[config.mk]
export PLATFORM = sky130hd
export DESIGN_NAME = bitsyncTop
export DESIGN_NICKNAME = d
export VERILOG_FILES = /design/src/hdl/bitsyncPkg.sv /design/src/hdl/bitsyncRegs.sv /design/src/hdl/dcLoopFilter.sv /design/src/hdl/ambiguityResolver.sv /design/src/hdl/dacMonitorMux.sv /design/src/hdl/bitsyncTop.sv
export SDC_FILE = /design/constraint.sdc
export NUM_CORES = 1
export LEC_CHECK = 0
export BUFFER_PORTS_ARGS = -buffer_cell sky130_fd_sc_hd__buf_2
export CORE_AREA = 4 4 193 195
export CTS_BUF_LIST = sky130_fd_sc_hd__clkbuf_2 sky130_fd_sc_hd__clkbuf_4 sky130_fd_sc_hd__clkbuf_8
export CTS_CLUSTER_SIZE = 14
export DETAILED_ROUTE_END_ITERATION = 10
export DIE_AREA = 0 0 197 199
export PLACE_DENSITY = 0.84
export SLEW_MARGIN = 20
export SYNTH_ARGS = -nofsm -noshare
export SYNTH_HDL_FRONTEND = slang
export SYNTH_SLANG_ARGS = --single-unit
[constraint.sdc]
create_clock -name clk -period 5.02 [get_ports clk]
set_input_delay 0.502 -clock clk [delete_from_list [all_inputs] [get_ports clk]]
set_output_delay 0.502 -clock clk [all_outputs]
set_load 0.01 [all_outputs]
[src/hdl/bitsyncPkg.sv]
package bitsyncPkg;

    // ------------------------------------------------------------------------
    // widths and register map
    // ------------------------------------------------------------------------
    localparam int sampleW   = 18;   // sample and DAC word width
    localparam int accW      = 40;   // DC lag accumulator width
    localparam int dcShiftUp = 16;   // sample scaling ahead of the lag shift
    localparam int busAdrW   = 3;    // word address bits on the bus

    localparam logic [busAdrW-1:0] addrMode   = 3'd0;
    localparam logic [busAdrW-1:0] addrCh0Cfg = 3'd1;
    localparam logic [busAdrW-1:0] addrCh1Cfg = 3'd2;
    localparam logic [busAdrW-1:0] addrCh0Dc  = 3'd3;  // read only
    localparam logic [busAdrW-1:0] addrCh1Dc  = 3'd4;  // read only

    // ------------------------------------------------------------------------
    // encodings
    // ------------------------------------------------------------------------
    typedef enum logic [1:0] {
        modeIndependent = 2'd0,  // two unrelated PCM streams
        modeSingle      = 2'd1,
        modeDual        = 2'd2,  // QPSK, I on ch0 and Q on ch1
        modeOffset      = 2'd3   // OQPSK, Q lags I by half a symbol
    } bitsyncModeT;

    typedef enum logic [3:0] {
        dacAdc = 4'd0,
        dacDc  = 4'd1,
        dacSym = 4'd2
    } dacSelT;

    // ------------------------------------------------------------------------
    // grouped signals
    // ------------------------------------------------------------------------
    typedef struct packed {
        dacSelT       dac0Sel;
        dacSelT       dac1Sel;
        dacSelT       dac2Sel;
        logic         dcEnable;
        logic [4:0]   dcGain;   // lag shift exponent
        logic [7:0]   dcTest;   // forced offset when nonzero
    } chanCfgT;

    typedef struct packed {
        logic signed [sampleW-1:0] sample;
        logic                      sampleEn;
        logic                      sym2xEn;
        logic                      symEn;
        logic [sampleW-1:0]        symData;
        logic                      symBit;
    } chanInT;

    typedef struct packed {
        logic               en;
        logic [sampleW-1:0] data;
    } dacOutT;

    typedef struct packed {
        logic               cyc;
        logic               stb;
        logic               we;
        logic [busAdrW-1:0] adr;
        logic [3:0]         sel;
        logic [31:0]        dat;
    } wbReqT;

    typedef struct packed {
        logic [31:0] dat;
        logic        ack;
    } wbRspT;

endpackage

[src/hdl/bitsyncRegs.sv]
`timescale 1ns/1ps

module bitsyncRegs (
    input  logic                           clk,
    input  logic                           rstN,
    input  bitsyncPkg::wbReqT              wbReq,
    output bitsyncPkg::wbRspT              wbRsp,
    input  logic [bitsyncPkg::sampleW-1:0] ch0Offset,
    input  logic [bitsyncPkg::sampleW-1:0] ch1Offset,
    output bitsyncPkg::bitsyncModeT        mode,
    output bitsyncPkg::chanCfgT            ch0Cfg,
    output bitsyncPkg::chanCfgT            ch1Cfg
);

    logic        reqValid;
    logic [31:0] rdMux;
    logic [31:0] wrWord;

    function automatic logic [31:0] mergeLanes(
        input logic [31:0] cur,
        input logic [31:0] dat,
        input logic [3:0]  sel
    );
        logic [31:0] res;
        res = cur;
        for (int i = 0; i < 4; i++) begin
            if (sel[i]) begin
                res[8*i +: 8] = dat[8*i +: 8];
            end
        end
        return res;
    endfunction

    // a held request is answered every second cycle since ack blocks the next one
    assign reqValid = wbReq.cyc && wbReq.stb && !wbRsp.ack;

    always_comb begin
        case (wbReq.adr)
            bitsyncPkg::addrMode:   rdMux = 32'(mode);
            bitsyncPkg::addrCh0Cfg: rdMux = 32'(ch0Cfg);
            bitsyncPkg::addrCh1Cfg: rdMux = 32'(ch1Cfg);
            bitsyncPkg::addrCh0Dc:  rdMux = 32'(ch0Offset);  // live offsets, zero extended
            bitsyncPkg::addrCh1Dc:  rdMux = 32'(ch1Offset);
            default:                rdMux = '0;
        endcase
    end

    // for the writable words the read mux already holds the current contents
    assign wrWord = mergeLanes(rdMux, wbReq.dat, wbReq.sel);

    always_ff @(posedge clk or negedge rstN) begin
        if (!rstN) begin
            wbRsp  <= '0;
            mode   <= bitsyncPkg::modeIndependent;
            ch0Cfg <= '0;
            ch1Cfg <= '0;
        end else begin
            wbRsp.ack <= reqValid;
            if (reqValid) begin
                wbRsp.dat <= rdMux;
            end
            if (reqValid && wbReq.we) begin
                case (wbReq.adr)
                    bitsyncPkg::addrMode:
                        mode <= bitsyncPkg::bitsyncModeT'(wrWord[1:0]);
                    bitsyncPkg::addrCh0Cfg:
                        ch0Cfg <= bitsyncPkg::chanCfgT'(wrWord[$bits(bitsyncPkg::chanCfgT)-1:0]);
                    bitsyncPkg::addrCh1Cfg:
                        ch1Cfg <= bitsyncPkg::chanCfgT'(wrWord[$bits(bitsyncPkg::chanCfgT)-1:0]);
                    default: ;  // offsets are read only
                endcase
            end
        end
    end

    ackSingle: assert property (@(posedge clk) disable iff (!rstN)
        wbRsp.ack |=> !wbRsp.ack)
        else $error("wishbone ack held for two cycles");

endmodule

[src/hdl/dcLoopFilter.sv]
`timescale 1ns/1ps

module dcLoopFilter (
    input  logic                                  clk,
    input  logic                                  rstN,
    input  logic                                  en,
    input  logic signed [bitsyncPkg::sampleW-1:0] sample,
    input  bitsyncPkg::chanCfgT                   cfg,
    output logic [bitsyncPkg::sampleW-1:0]        offset
);

    logic signed [bitsyncPkg::accW-1:0] sampleExt;
    logic signed [bitsyncPkg::accW-1:0] scaled;
    logic signed [bitsyncPkg::accW-1:0] lagTerm;
    logic signed [bitsyncPkg::accW-1:0] acc;
    logic signed [bitsyncPkg::accW:0]   accSum;  // one guard bit above the accumulator

    assign sampleExt = bitsyncPkg::accW'(sample);             // sign extension
    assign scaled    = sampleExt <<< bitsyncPkg::dcShiftUp;
    assign lagTerm   = scaled >>> cfg.dcGain;                 // larger gain code is a slower loop
    assign accSum    = acc + lagTerm;

    always_ff @(posedge clk or negedge rstN) begin
        if (!rstN) begin
            acc <= '0;
        end else if (en) begin
            if (cfg.dcEnable) begin
                acc <= acc + lagTerm;
            end else begin
                acc <= '0;  // loop held at zero while disabled
            end
        end
    end

    // the test value lands in the top byte of the offset word
    assign offset = (cfg.dcTest != '0) ? {cfg.dcTest, 10'b0}
                                       : acc[bitsyncPkg::accW-1 -: bitsyncPkg::sampleW];

    // a small gain code on a large offset would wrap the accumulator
    accNoWrap: assert property (@(posedge clk) disable iff (!rstN)
        (en && cfg.dcEnable) |-> (accSum[bitsyncPkg::accW] == accSum[bitsyncPkg::accW-1]))
        else $error("dc accumulator wrapped around on a lag step");

endmodule

[src/hdl/ambiguityResolver.sv]
`timescale 1ns/1ps

module ambiguityResolver (
    input  logic                    clk,
    input  logic                    rstN,
    input  bitsyncPkg::bitsyncModeT mode,
    input  logic [1:0]              rotation,
    input  logic                    ch0SymEn,
    input  logic                    ch1SymEn,
    input  logic                    ch0BitIn,
    input  logic                    ch1BitIn,
    output logic                    ch0Bit,
    output logic                    ch1Bit
);

    logic quadMode;   // both bits belong to one QPSK or OQPSK symbol
    logic qDelay;     // Q from the previous strobe
    logic qRot;       // Q as seen by the swapping rotations
    logic rot0Bit;
    logic rot1Bit;

    assign quadMode = (mode == bitsyncPkg::modeDual) || (mode == bitsyncPkg::modeOffset);

    // in OQPSK the swapped Q has to come from the earlier half symbol
    assign qRot = (mode == bitsyncPkg::modeOffset) ? qDelay : ch1BitIn;

    // ------------------------------------------------------------------------
    // phase rotation table, I on ch0 and Q on ch1
    // ------------------------------------------------------------------------
    always_comb begin
        case (rotation)
            2'd0: begin
                rot0Bit = ch0BitIn;
                rot1Bit = ch1BitIn;
            end
            2'd1: begin
                rot0Bit = qRot;
                rot1Bit = ~ch0BitIn;
            end
            2'd2: begin
                rot0Bit = ~ch0BitIn;
                rot1Bit = ~ch1BitIn;
            end
            default: begin
                rot0Bit = ~qRot;
                rot1Bit = ch0BitIn;
            end
        endcase
    end

    always_ff @(posedge clk or negedge rstN) begin
        if (!rstN) begin
            ch0Bit <= 1'b0;
            ch1Bit <= 1'b0;
            qDelay <= 1'b0;
        end else if (quadMode) begin
            if (ch0SymEn) begin     // ch0 strobe clocks both bits
                ch0Bit <= rot0Bit;
                ch1Bit <= rot1Bit;
                if (mode == bitsyncPkg::modeOffset) begin
                    qDelay <= ch1BitIn;
                end
            end
        end else begin
            if (ch0SymEn) begin
                ch0Bit <= ch0BitIn;
            end
            if (ch1SymEn) begin
                ch1Bit <= ch1BitIn;
            end
        end
    end

endmodule

[src/hdl/dacMonitorMux.sv]
`timescale 1ns/1ps

module dacMonitorMux (
    input  logic                           clk,
    input  logic                           rstN,
    input  bitsyncPkg::chanCfgT            cfg,
    input  bitsyncPkg::chanInT             chan,
    input  logic                           dcEn,
    input  logic                           symEn2x,
    input  logic [bitsyncPkg::sampleW-1:0] offset,
    output bitsyncPkg::dacOutT             dac0,
    output bitsyncPkg::dacOutT             dac1,
    output bitsyncPkg::dacOutT             dac2
);

    // same source decode for all three converters
    function automatic bitsyncPkg::dacOutT pickSource(input bitsyncPkg::dacSelT sel);
        bitsyncPkg::dacOutT res;
        case (sel)
            bitsyncPkg::dacDc: begin
                res.en   = dcEn;
                res.data = offset;
            end
            bitsyncPkg::dacSym: begin
                res.en   = symEn2x;
                res.data = chan.symData;
            end
            default: begin  // unknown codes fall back to the raw samples
                res.en   = chan.sampleEn;
                res.data = chan.sample;
            end
        endcase
        return res;
    endfunction

    // ------------------------------------------------------------------------
    // output registers
    // ------------------------------------------------------------------------
    always_ff @(posedge clk or negedge rstN) begin
        if (!rstN) begin
            dac0 <= '0;
            dac1 <= '0;
            dac2 <= '0;
        end else begin
            dac0 <= pickSource(cfg.dac0Sel);
            dac1 <= pickSource(cfg.dac1Sel);
            dac2 <= pickSource(cfg.dac2Sel);
        end
    end

endmodule

[src/hdl/bitsyncTop.sv]
`timescale 1ns/1ps

module bitsyncTop (
    input  logic                           clk,
    input  logic                           rstN,
    input  bitsyncPkg::wbReqT              wbReq,
    output bitsyncPkg::wbRspT              wbRsp,
    input  logic [1:0]                     rotation,
    input  bitsyncPkg::chanInT             ch0In,
    input  bitsyncPkg::chanInT             ch1In,
    output logic                           ch0Bit,
    output logic                           ch1Bit,
    output logic                           asyncMode,
    output logic [bitsyncPkg::sampleW-1:0] ch0Offset,
    output logic [bitsyncPkg::sampleW-1:0] ch1Offset,
    output bitsyncPkg::dacOutT             ch0Dac0,
    output bitsyncPkg::dacOutT             ch0Dac1,
    output bitsyncPkg::dacOutT             ch0Dac2,
    output bitsyncPkg::dacOutT             ch1Dac0,
    output bitsyncPkg::dacOutT             ch1Dac1,
    output bitsyncPkg::dacOutT             ch1Dac2
);

    bitsyncPkg::bitsyncModeT mode;
    bitsyncPkg::chanCfgT     ch0Cfg;
    bitsyncPkg::chanCfgT     ch1Cfg;
    logic                    ch1Sym2xEn;  // ch1 half symbol strobe after mode selection

    // ------------------------------------------------------------------------
    // mode decode
    // ------------------------------------------------------------------------
    assign asyncMode = (mode == bitsyncPkg::modeIndependent)
                    || (mode == bitsyncPkg::modeSingle);

    // sync modes run both channels on the ch0 symbol timing
    assign ch1Sym2xEn = asyncMode ? ch1In.sym2xEn : ch0In.sym2xEn;

    bitsyncRegs regs (
        .clk(clk), .rstN(rstN),
        .wbReq(wbReq), .wbRsp(wbRsp),
        .ch0Offset(ch0Offset), .ch1Offset(ch1Offset),
        .mode(mode), .ch0Cfg(ch0Cfg), .ch1Cfg(ch1Cfg)
    );

    // ------------------------------------------------------------------------
    // DC offset loops
    // ------------------------------------------------------------------------
    dcLoopFilter ch0DcLoop (
        .clk(clk), .rstN(rstN), .en(ch0In.sym2xEn),
        .sample(ch0In.sample), .cfg(ch0Cfg), .offset(ch0Offset)
    );

    dcLoopFilter ch1DcLoop (
        .clk(clk), .rstN(rstN), .en(ch1Sym2xEn),
        .sample(ch1In.sample), .cfg(ch1Cfg), .offset(ch1Offset)
    );

    ambiguityResolver resolver (
        .clk(clk), .rstN(rstN), .mode(mode), .rotation(rotation),
        .ch0SymEn(ch0In.symEn), .ch1SymEn(ch1In.symEn),
        .ch0BitIn(ch0In.symBit), .ch1BitIn(ch1In.symBit),
        .ch0Bit(ch0Bit), .ch1Bit(ch1Bit)
    );

    // ------------------------------------------------------------------------
    // monitor DACs
    // ------------------------------------------------------------------------
    dacMonitorMux ch0DacMux (
        .clk(clk), .rstN(rstN), .cfg(ch0Cfg), .chan(ch0In),
        .dcEn(ch0In.sym2xEn), .symEn2x(ch0In.sym2xEn), .offset(ch0Offset),
        .dac0(ch0Dac0), .dac1(ch0Dac1), .dac2(ch0Dac2)
    );

    dacMonitorMux ch1DacMux (
        .clk(clk), .rstN(rstN), .cfg(ch1Cfg), .chan(ch1In),
        .dcEn(ch1Sym2xEn), .symEn2x(ch1Sym2xEn), .offset(ch1Offset),
        .dac0(ch1Dac0), .dac1(ch1Dac1), .dac2(ch1Dac2)
    );

endmodule

### Word-level counts from Yosys, hierarchy flattened

Index checks and enable logic that the tools add are counted.

| storage, ports and cells | value |
|---|---|
| flip-flop bits (word level) | 284 |
| input bits | 126 |
| output and inout bits | 186 |

| operators by class | value |
|---|---|
| $add $sub $neg | 2 |
| shifts and indexed selects | 2 |
| bitwise operators | 3 |
| equal/unequal tests | 22 |
| muxes and demuxes | 25 |
| reductions and logical operators | 17 |

Operators with widths:

| operator | count |
|---|---|
| $pmux W19 S2 | 6 |
| $pmux W26 S5 | 1 |
| $add A40 B40 Y40 | 2 |
| $mux W40 | 2 |
| $sshr A34 B5 Y40 | 2 |
| $mux W18 | 2 |
| $eq A4 B1 Y1 const B | 6 |
| $eq A4 B2 Y1 const B | 6 |
| $mux W8 | 3 |
| $reduce_bool A8 Y1 | 2 |
| $mux W1 | 8 |
| $reduce_and A2 Y1 | 4 |
| $eq A2 B2 Y1 const B | 3 |
| $eq A3 B2 Y1 const B | 2 |
| $pmux W1 S3 | 2 |
| $eq A2 B1 Y1 const B | 2 |
| $logic_not A2 Y1 | 2 |
| $eq A3 B1 Y1 const B | 1 |
| $eq A3 B3 Y1 const B | 1 |
| $logic_and A1 B1 Y1 | 3 |
| $logic_not A3 Y1 | 1 |
| $not A1 Y1 | 3 |
| $reduce_and A3 Y1 | 1 |
| $logic_or A1 B1 Y1 | 2 |
| other kinds (4) | 4 |

### Depth between registers and ports, before layout

| logic depth | value |
|---|---|
| depth in word-level cells | 6 |
| gate-level depth with buffers | 22 |

### Hierarchy

From an unflattened synthesis, not the netlist that was laid out.

| unflattened totals | value |
|---|---|
| cell total of the unflattened synthesis | 2238 |
| area total of the unflattened synthesis | 19730.2 um^2 |

Modules (own cells, without submodules):

| module | times used | cells each | sequential area each (um^2) | area an instance (um^2) |
|---|---|---|---|---|
| dcLoopFilter at ch1DcLoop | 1 | 706 | 1001.0 | 5245.0 |
| dacMonitorMux | 2 | 217 | 1426.4 | 2601.2 |
| dcLoopFilter at ch0DcLoop | 1 | 646 | 1001.0 | 4989.8 |
| bitsyncRegs | 1 | 429 | 2026.9 | 4077.7 |
| ambiguityResolver | 1 | 21 | 75.1 | 196.4 |
| bitsyncTop | 1 | 2 | 0.0 | 18.8 |

### Least setup slack after synthesis

Ideal clock, no wire load.

| path | value |
|---|---|
| path kind | reg2reg |
| from | reg regs.ch0Cfg[8] (netlist name) |
| to | reg ch0DcLoop.acc[38] (netlist bit) |
| period minus slack after synthesis | 4.539 ns |
| arrival | 4.418 ns |
| stages on the path, launching flop included | 22 |
| buffers on the path | 2 |
| data required time | 4.899 ns |
| setup time | 0.121 ns |
| slack | 0.481 ns |
| path through | dfrtp_1 clkbuf_1 buf_1 mux2_2 nor2_1 nor2_1 nand2_1 nand2_1 o21ai_0 nor2_1 ha_1 fa_1 a21o_1 a31o_2 nand2_2 o311ai_4 a31oi_2 a211oi_1 a2111oi_4 o21ai_2 xor2_1 a22o_1 |

| between the ends | value |
|---|---|
| cells in the longest elaborated chain, start to end | 3 |

Ends and longest elaborated chain:

| what | RTL line | source |
|---|---|---|
| $sshr A34 B5 Y40 | dcLoopFilter.sv:20 | `assign lagTerm = scaled >>> cfg.dcGain;` |
| $add A40 B40 Y40 | dcLoopFilter.sv:28 | `acc <= acc + lagTerm;` |
| $mux W40 | dcLoopFilter.sv:27 | `if (cfg.dcEnable) begin` |
| end signal: assignment | dcLoopFilter.sv:28 |  |
| end: declaration | dcLoopFilter.sv:15 | `logic signed [bitsyncPkg::accW-1:0] acc;` |

Every way passes these cells.
A chain may end at the register's enable or synchronous reset.

### Worst setup path in the final report

| path | value |
|---|---|
| from | reg regs.ch0Cfg[8] (netlist name) |
| to | reg ch0DcLoop.acc[28] (netlist bit) |

| between the ends | value |
|---|---|
| cells in the longest elaborated chain, start to end | 3 |

Ends and longest elaborated chain:

| what | RTL line |
|---|---|
| $sshr A34 B5 Y40 | dcLoopFilter.sv:20 |
| $add A40 B40 Y40 | dcLoopFilter.sv:28 |
| $mux W40 | dcLoopFilter.sv:27 |

Every way passes these cells.

==> impl_summary.txt <==
----------------------------------------------------
[STA]
  Actual transition at the worst max-transition pin ... 1.08 ns
  Slew HR ... about 28%
  Max Clock Freq ... around 0.21 GHz
  Clock Skews ... slightly above 0.04 ns
  RSZ-0062 raised after global routing ... no
  Total count of max-transition violations in the final report ... 0
  Final setup vio count ... 0
  Aggregate negative setup slack ... 0 ns
  Final Hold Vio Count ... 0
  Tmin final ... between 4 and 5 ns
  Final Cycle Share ... between 90 and 100%

[Yosys]
  Area fraction of the dominant cell type after synthesis ... 38.2%
  Combined area of all synthesized cells ... 18200 µm²
  Number of enable flip-flop cells after synthesis ... 0
  Top area cells in the synthesized netlist ... sky130_fd_sc_hd__dfrtp_1 38%, sky130_fd_sc_hd__o21ai_0 8.1%, sky130_fd_sc_hd__nand2_1 5.9%
  Synth Instances ... slightly above 2000
  Distinct cell type count after synthesis ... between 80 and 90
  Library cell with the largest summed area after synthesis ... sky130_fd_sc_hd__dfrtp_1
  Synth warn ... 0
  Share of synthesized area occupied by flip-flops and latches ... 38.2%
  Register bit total from synthesis ... ~280
  Dominant register cell in the synthesized netlist ... sky130_fd_sc_hd__dfrtp_1
  Average instance area after synthesis ... 8.80 µm²
  Async SR Flop Fraction ... 100%

[Route]
  Post-DR wirelength/cell ... about 23 µm
  Total wire length ... 64.6 mm
  Residual DRC ... 0
  DRT iter0 DRCs ... ~1900
  Final ANT Viol Nets ... 0
  Vias per std cell ... about 6.3
  First-pass DRT Iterations ... 11
  Vias after detailed routing ... roughly 18000

[Setup path]
  Type of element launching the critical path ... flip-flop
  Crit path max fanout ... 15
  Required time of the worst setup path ... roughly 5.5 ns
  Cell count of the worst reg-to-reg path ... 18
  Kind of end point of the critical path ... flip-flop
  Startpoint-to-endpoint class of the critical path ... flip-flop to flip-flop
  Source of the worst register-to-register timing path ... regs.ch0Cfg[8]
  Critical path data arrival time ... slightly above 5 ns
  First element of the critical path ... regs.ch0Cfg[8]

[Cells and area]
  Count of nets after finishing ... 2546
  Diodes inserted ... 0
  Area Growth Syn to Fin ... 17.8%
  Layout cell share with drive strength beyond 1 ... 23.6%

[Die]
  Area of the core ... 35400 µm²
  Die Footprint ... just under 40000 µm²
  DIE HEIGHT ... between 150 and 200 µm
  Standard-cell row count ... between 60 and 70
  I/O Pins ... 312
  Effective utilization at floorplan ... between 50% and 60%
  Horizontal extent of the die ... a little under 200 µm

[Power]
  Net Switching ... roughly 3200 µW
  Internal power summed over all cells ... 5330 µW
  Leakage power figure ... 0.0109 µW
  Sequential Power Share ... ~33%
  Total power divided by cell area ... roughly 400 nW/µm²
  Worst IR drop on VDD ... ~280 µV
  Switching Share ... 37.8%
  Relative contribution of combinational cells to total power ... a little over a third
  Post-layout power ... 8570 µW
  Clock Power Share ... 31.0%

[Global route]
  Global-route usage over all layers ... between 30% and 40%
  Maximum number of pins on one net before global-route repair ... ~120
  Total global routing overflow ... 0
  First-pass GRT wire length ... between 90 and 100 mm
  Antenna violations before repair ... 2
  Number of global-route vias before repair ... between 15000 and 20000

[Clocking]
  Clock-pin transition on the worst setup and hold timing paths ... about 0.07 ns
  CTS H-tree depth ... 2
  Number of buffers inserted by post-CTS setup repair ... 0
  Number of buffers on the longest clock path ... 3
  Clock insertion delay at the later pin of the skew report ... 0.64 ns
  Root cell of the clock tree ... sky130_fd_sc_hd__clkbuf_8
  Inserted Clock Buffers ... 49
  TritonCTS clock tree ... built
  Number of sinks on the clock net ... between 200 and 300

[Hold path]
  Path type of the worst min-delay path ... input port to flip-flop
  Hold path startpoint ... ch0In[21]
  Cells on Worst Hold Path ... 3

[Place]
  Final Wtd Congestion ... roughly 1.0
  Port-buffer cells ... 299
  Detail Placement HPWL ... between 40 and 50 mm

[Job]
  Max-cap violations ... 0

[Status]
  Run status ... finished, final reports clean

----------------------------------------------------
## power groups by stage
| stage | clock network [µW] | logic, µW | registers [µW] |
|---|---|---|---|
| 6_report | 2650 | 3130 | 2790 |
| 5_1_grt | 2770 | 3390 | 2820 |
| 4_1_cts | 2680 | 3070 | 2780 |
| 3_5_place_dp | 0 | 3060 | 2810 |
| 3_3_place_gp | 0 | 2990 | 2800 |
| 2_1_floorplan | 0 | 1940 | 2820 |
## per-stage QoR
step	utilization, %	instances	setup slack, ns	hold slack (ns)	instance area [µm²]
after global routing	60.6	2833	0.0148	0.127	21500
after floorplan	-	2075	0.481	0.206	18200
after detailed placement	57.2	2749	0.215	0.464	20200
after CTS	60.6	2833	0.207	0.0799	21400
after global placement	57.2	2749	0.239	0.460	20200
final	60.6	2833	0.359	0.111	21500
## placed cells by master, fill, tap and decap left out, types with 14 or more instances in the layout
cell / n
sky130_fd_sc_hd__a21o_1: 42
sky130_fd_sc_hd__o22ai_1: 14
sky130_fd_sc_hd__clkbuf_8: 55
sky130_fd_sc_hd__xnor2_1: 38
sky130_fd_sc_hd__nand2_1: 285
sky130_fd_sc_hd__mux2i_1: 52
sky130_fd_sc_hd__buf_4: 52
sky130_fd_sc_hd__o21ai_0: 293
sky130_fd_sc_hd__a22o_1: 40
sky130_fd_sc_hd__o31ai_1: 18
sky130_fd_sc_hd__buf_2: 298
sky130_fd_sc_hd__nor2_1: 101
sky130_fd_sc_hd__mux2_2: 58
sky130_fd_sc_hd__ha_1: 78
sky130_fd_sc_hd__dfrtp_1: 275
sky130_fd_sc_hd__inv_1: 92
sky130_fd_sc_hd__a21oi_1: 121
sky130_fd_sc_hd__a22oi_1: 125
sky130_fd_sc_hd__nand3_1: 30
sky130_fd_sc_hd__xor2_1: 37
## sequential cells by signal, indices dropped and copies added, names as in the netlist
register,cells
regs.wbRsp,27
regs.mode,2
ch0DacMux.dac1,19
resolver.ch0Bit,1
ch1DacMux.dac1,19
ch0DacMux.dac0,19
ch1DacMux.dac0,19
regs.ch0Cfg,26
resolver.ch1Bit,1
regs.ch1Cfg,26
ch0DacMux.dac2,19
ch1DacMux.dac2,19
resolver.qDelay,1
ch1DcLoop.acc,40
ch0DcLoop.acc,40
## cells by family (layout without fill, tap and decap cells)
kind of cell	after synthesis	count (layout)	synth area share, %
AOI/OAI and AO/OA	772	772	27.6
and+or+nand+nor	509	509	12.4
DFF	278	278	38.2
buffers and inverters	235	532	4.99
muxes	120	120	7.61
adders and majority gates	80	80	5.58
xor gates and xnor gates	75	75	3.61
other	1	6	0.0206
## layout make-up
class | count | area [µm²]
clock buffers | 64 | 825
fillers | 2996 | 13900
multi-input cells | 1562 | 10400
inverters | 96 | 360
well taps | 461 | 577
clock inverters | 19 | 384
repair buffers | 353 | 1930
flip-flops and latches | 278 | 6960
## cells in the mapped netlist (4+ instances only)
cell type,count
sky130_fd_sc_hd__mux4_2,9
sky130_fd_sc_hd__nand2b_1,11
sky130_fd_sc_hd__and3_1,6
sky130_fd_sc_hd__or4_1,5
sky130_fd_sc_hd__o22ai_1,14
sky130_fd_sc_hd__a22o_1,40
sky130_fd_sc_hd__nand3_1,30
sky130_fd_sc_hd__a22oi_1,125
sky130_fd_sc_hd__mux2_2,58
sky130_fd_sc_hd__o21a_1,13
sky130_fd_sc_hd__a21boi_0,5
sky130_fd_sc_hd__nor2b_1,12
sky130_fd_sc_hd__buf_1,8
sky130_fd_sc_hd__buf_4,6
sky130_fd_sc_hd__a211oi_1,11
sky130_fd_sc_hd__nor2_1,101
sky130_fd_sc_hd__nor4b_2,4
sky130_fd_sc_hd__xor2_1,37
sky130_fd_sc_hd__a21o_1,42
sky130_fd_sc_hd__a221oi_1,9
sky130_fd_sc_hd__mux2i_1,53
sky130_fd_sc_hd__o21ai_0,293
sky130_fd_sc_hd__o211ai_1,8
sky130_fd_sc_hd__nor3_1,12
sky130_fd_sc_hd__xnor2_1,38
sky130_fd_sc_hd__and2_1,8
sky130_fd_sc_hd__ha_1,78
sky130_fd_sc_hd__clkbuf_1,122
sky130_fd_sc_hd__a221o_1,12
sky130_fd_sc_hd__nand2_1,285
sky130_fd_sc_hd__o31ai_1,18
sky130_fd_sc_hd__inv_2,4
sky130_fd_sc_hd__nand4_1,13
sky130_fd_sc_hd__dfrtp_1,278
sky130_fd_sc_hd__or4b_2,6
sky130_fd_sc_hd__inv_1,92
sky130_fd_sc_hd__o21bai_1,5
sky130_fd_sc_hd__a21oi_1,121
sky130_fd_sc_hd__a31oi_1,11
## final timing paths
check / end / slack [ns]
worst min register to register: regs.wbRsp[2] / 0.48
worst max-delay path: ch0DcLoop.acc[28] / 0.36
max in group asynchronous: ch1DacMux.dac0[1] / 3.33
min in group asynchronous: ch0DacMux.dac2[5] / 0.51
worst max register to register: ch0DcLoop.acc[28] / 0.36
worst min-delay path: ch0DacMux.dac2[18] / 0.11
## timing repair
item | 4_1_cts | 5_1_grt
endpoints found under the hold margin | 106 | 0
endpoints found under the setup margin | 0 | 13
gates resized for setup | 0 | 3
hold buffers | 1 | 0
## critical path, cell delays in order, from the launching register on
cell,delay (ns)
sky130_fd_sc_hd__dfrtp_2,0.60
sky130_fd_sc_hd__mux2_2,0.41
sky130_fd_sc_hd__nor2_1,0.10
sky130_fd_sc_hd__nor2_1,0.08
sky130_fd_sc_hd__nand2_1,0.07
sky130_fd_sc_hd__nand2_1,0.07
sky130_fd_sc_hd__o21ai_0,0.34
sky130_fd_sc_hd__nor2_1,0.08
sky130_fd_sc_hd__ha_1,0.26
sky130_fd_sc_hd__fa_1,0.45
sky130_fd_sc_hd__a21o_1,0.21
sky130_fd_sc_hd__a31o_2,0.28
sky130_fd_sc_hd__a21oi_1,0.29
sky130_fd_sc_hd__o41a_1,0.30
sky130_fd_sc_hd__o31ai_4,0.10
sky130_fd_sc_hd__a211oi_2,0.42
sky130_fd_sc_hd__o21bai_1,0.16
sky130_fd_sc_hd__xnor2_1,0.14
sky130_fd_sc_hd__a22o_1,0.19
## layer usage
metal	vias to the layer above	wire length [µm]	track usage, %
met3	249	6150	6.67
met4	4	3970	18.2
li1	8053	-	-
met5	-	21	0
met2	1047	30900	54.5
met1	8572	23600	37.7
No activity file was read; power rests on OpenSTA's default activity.
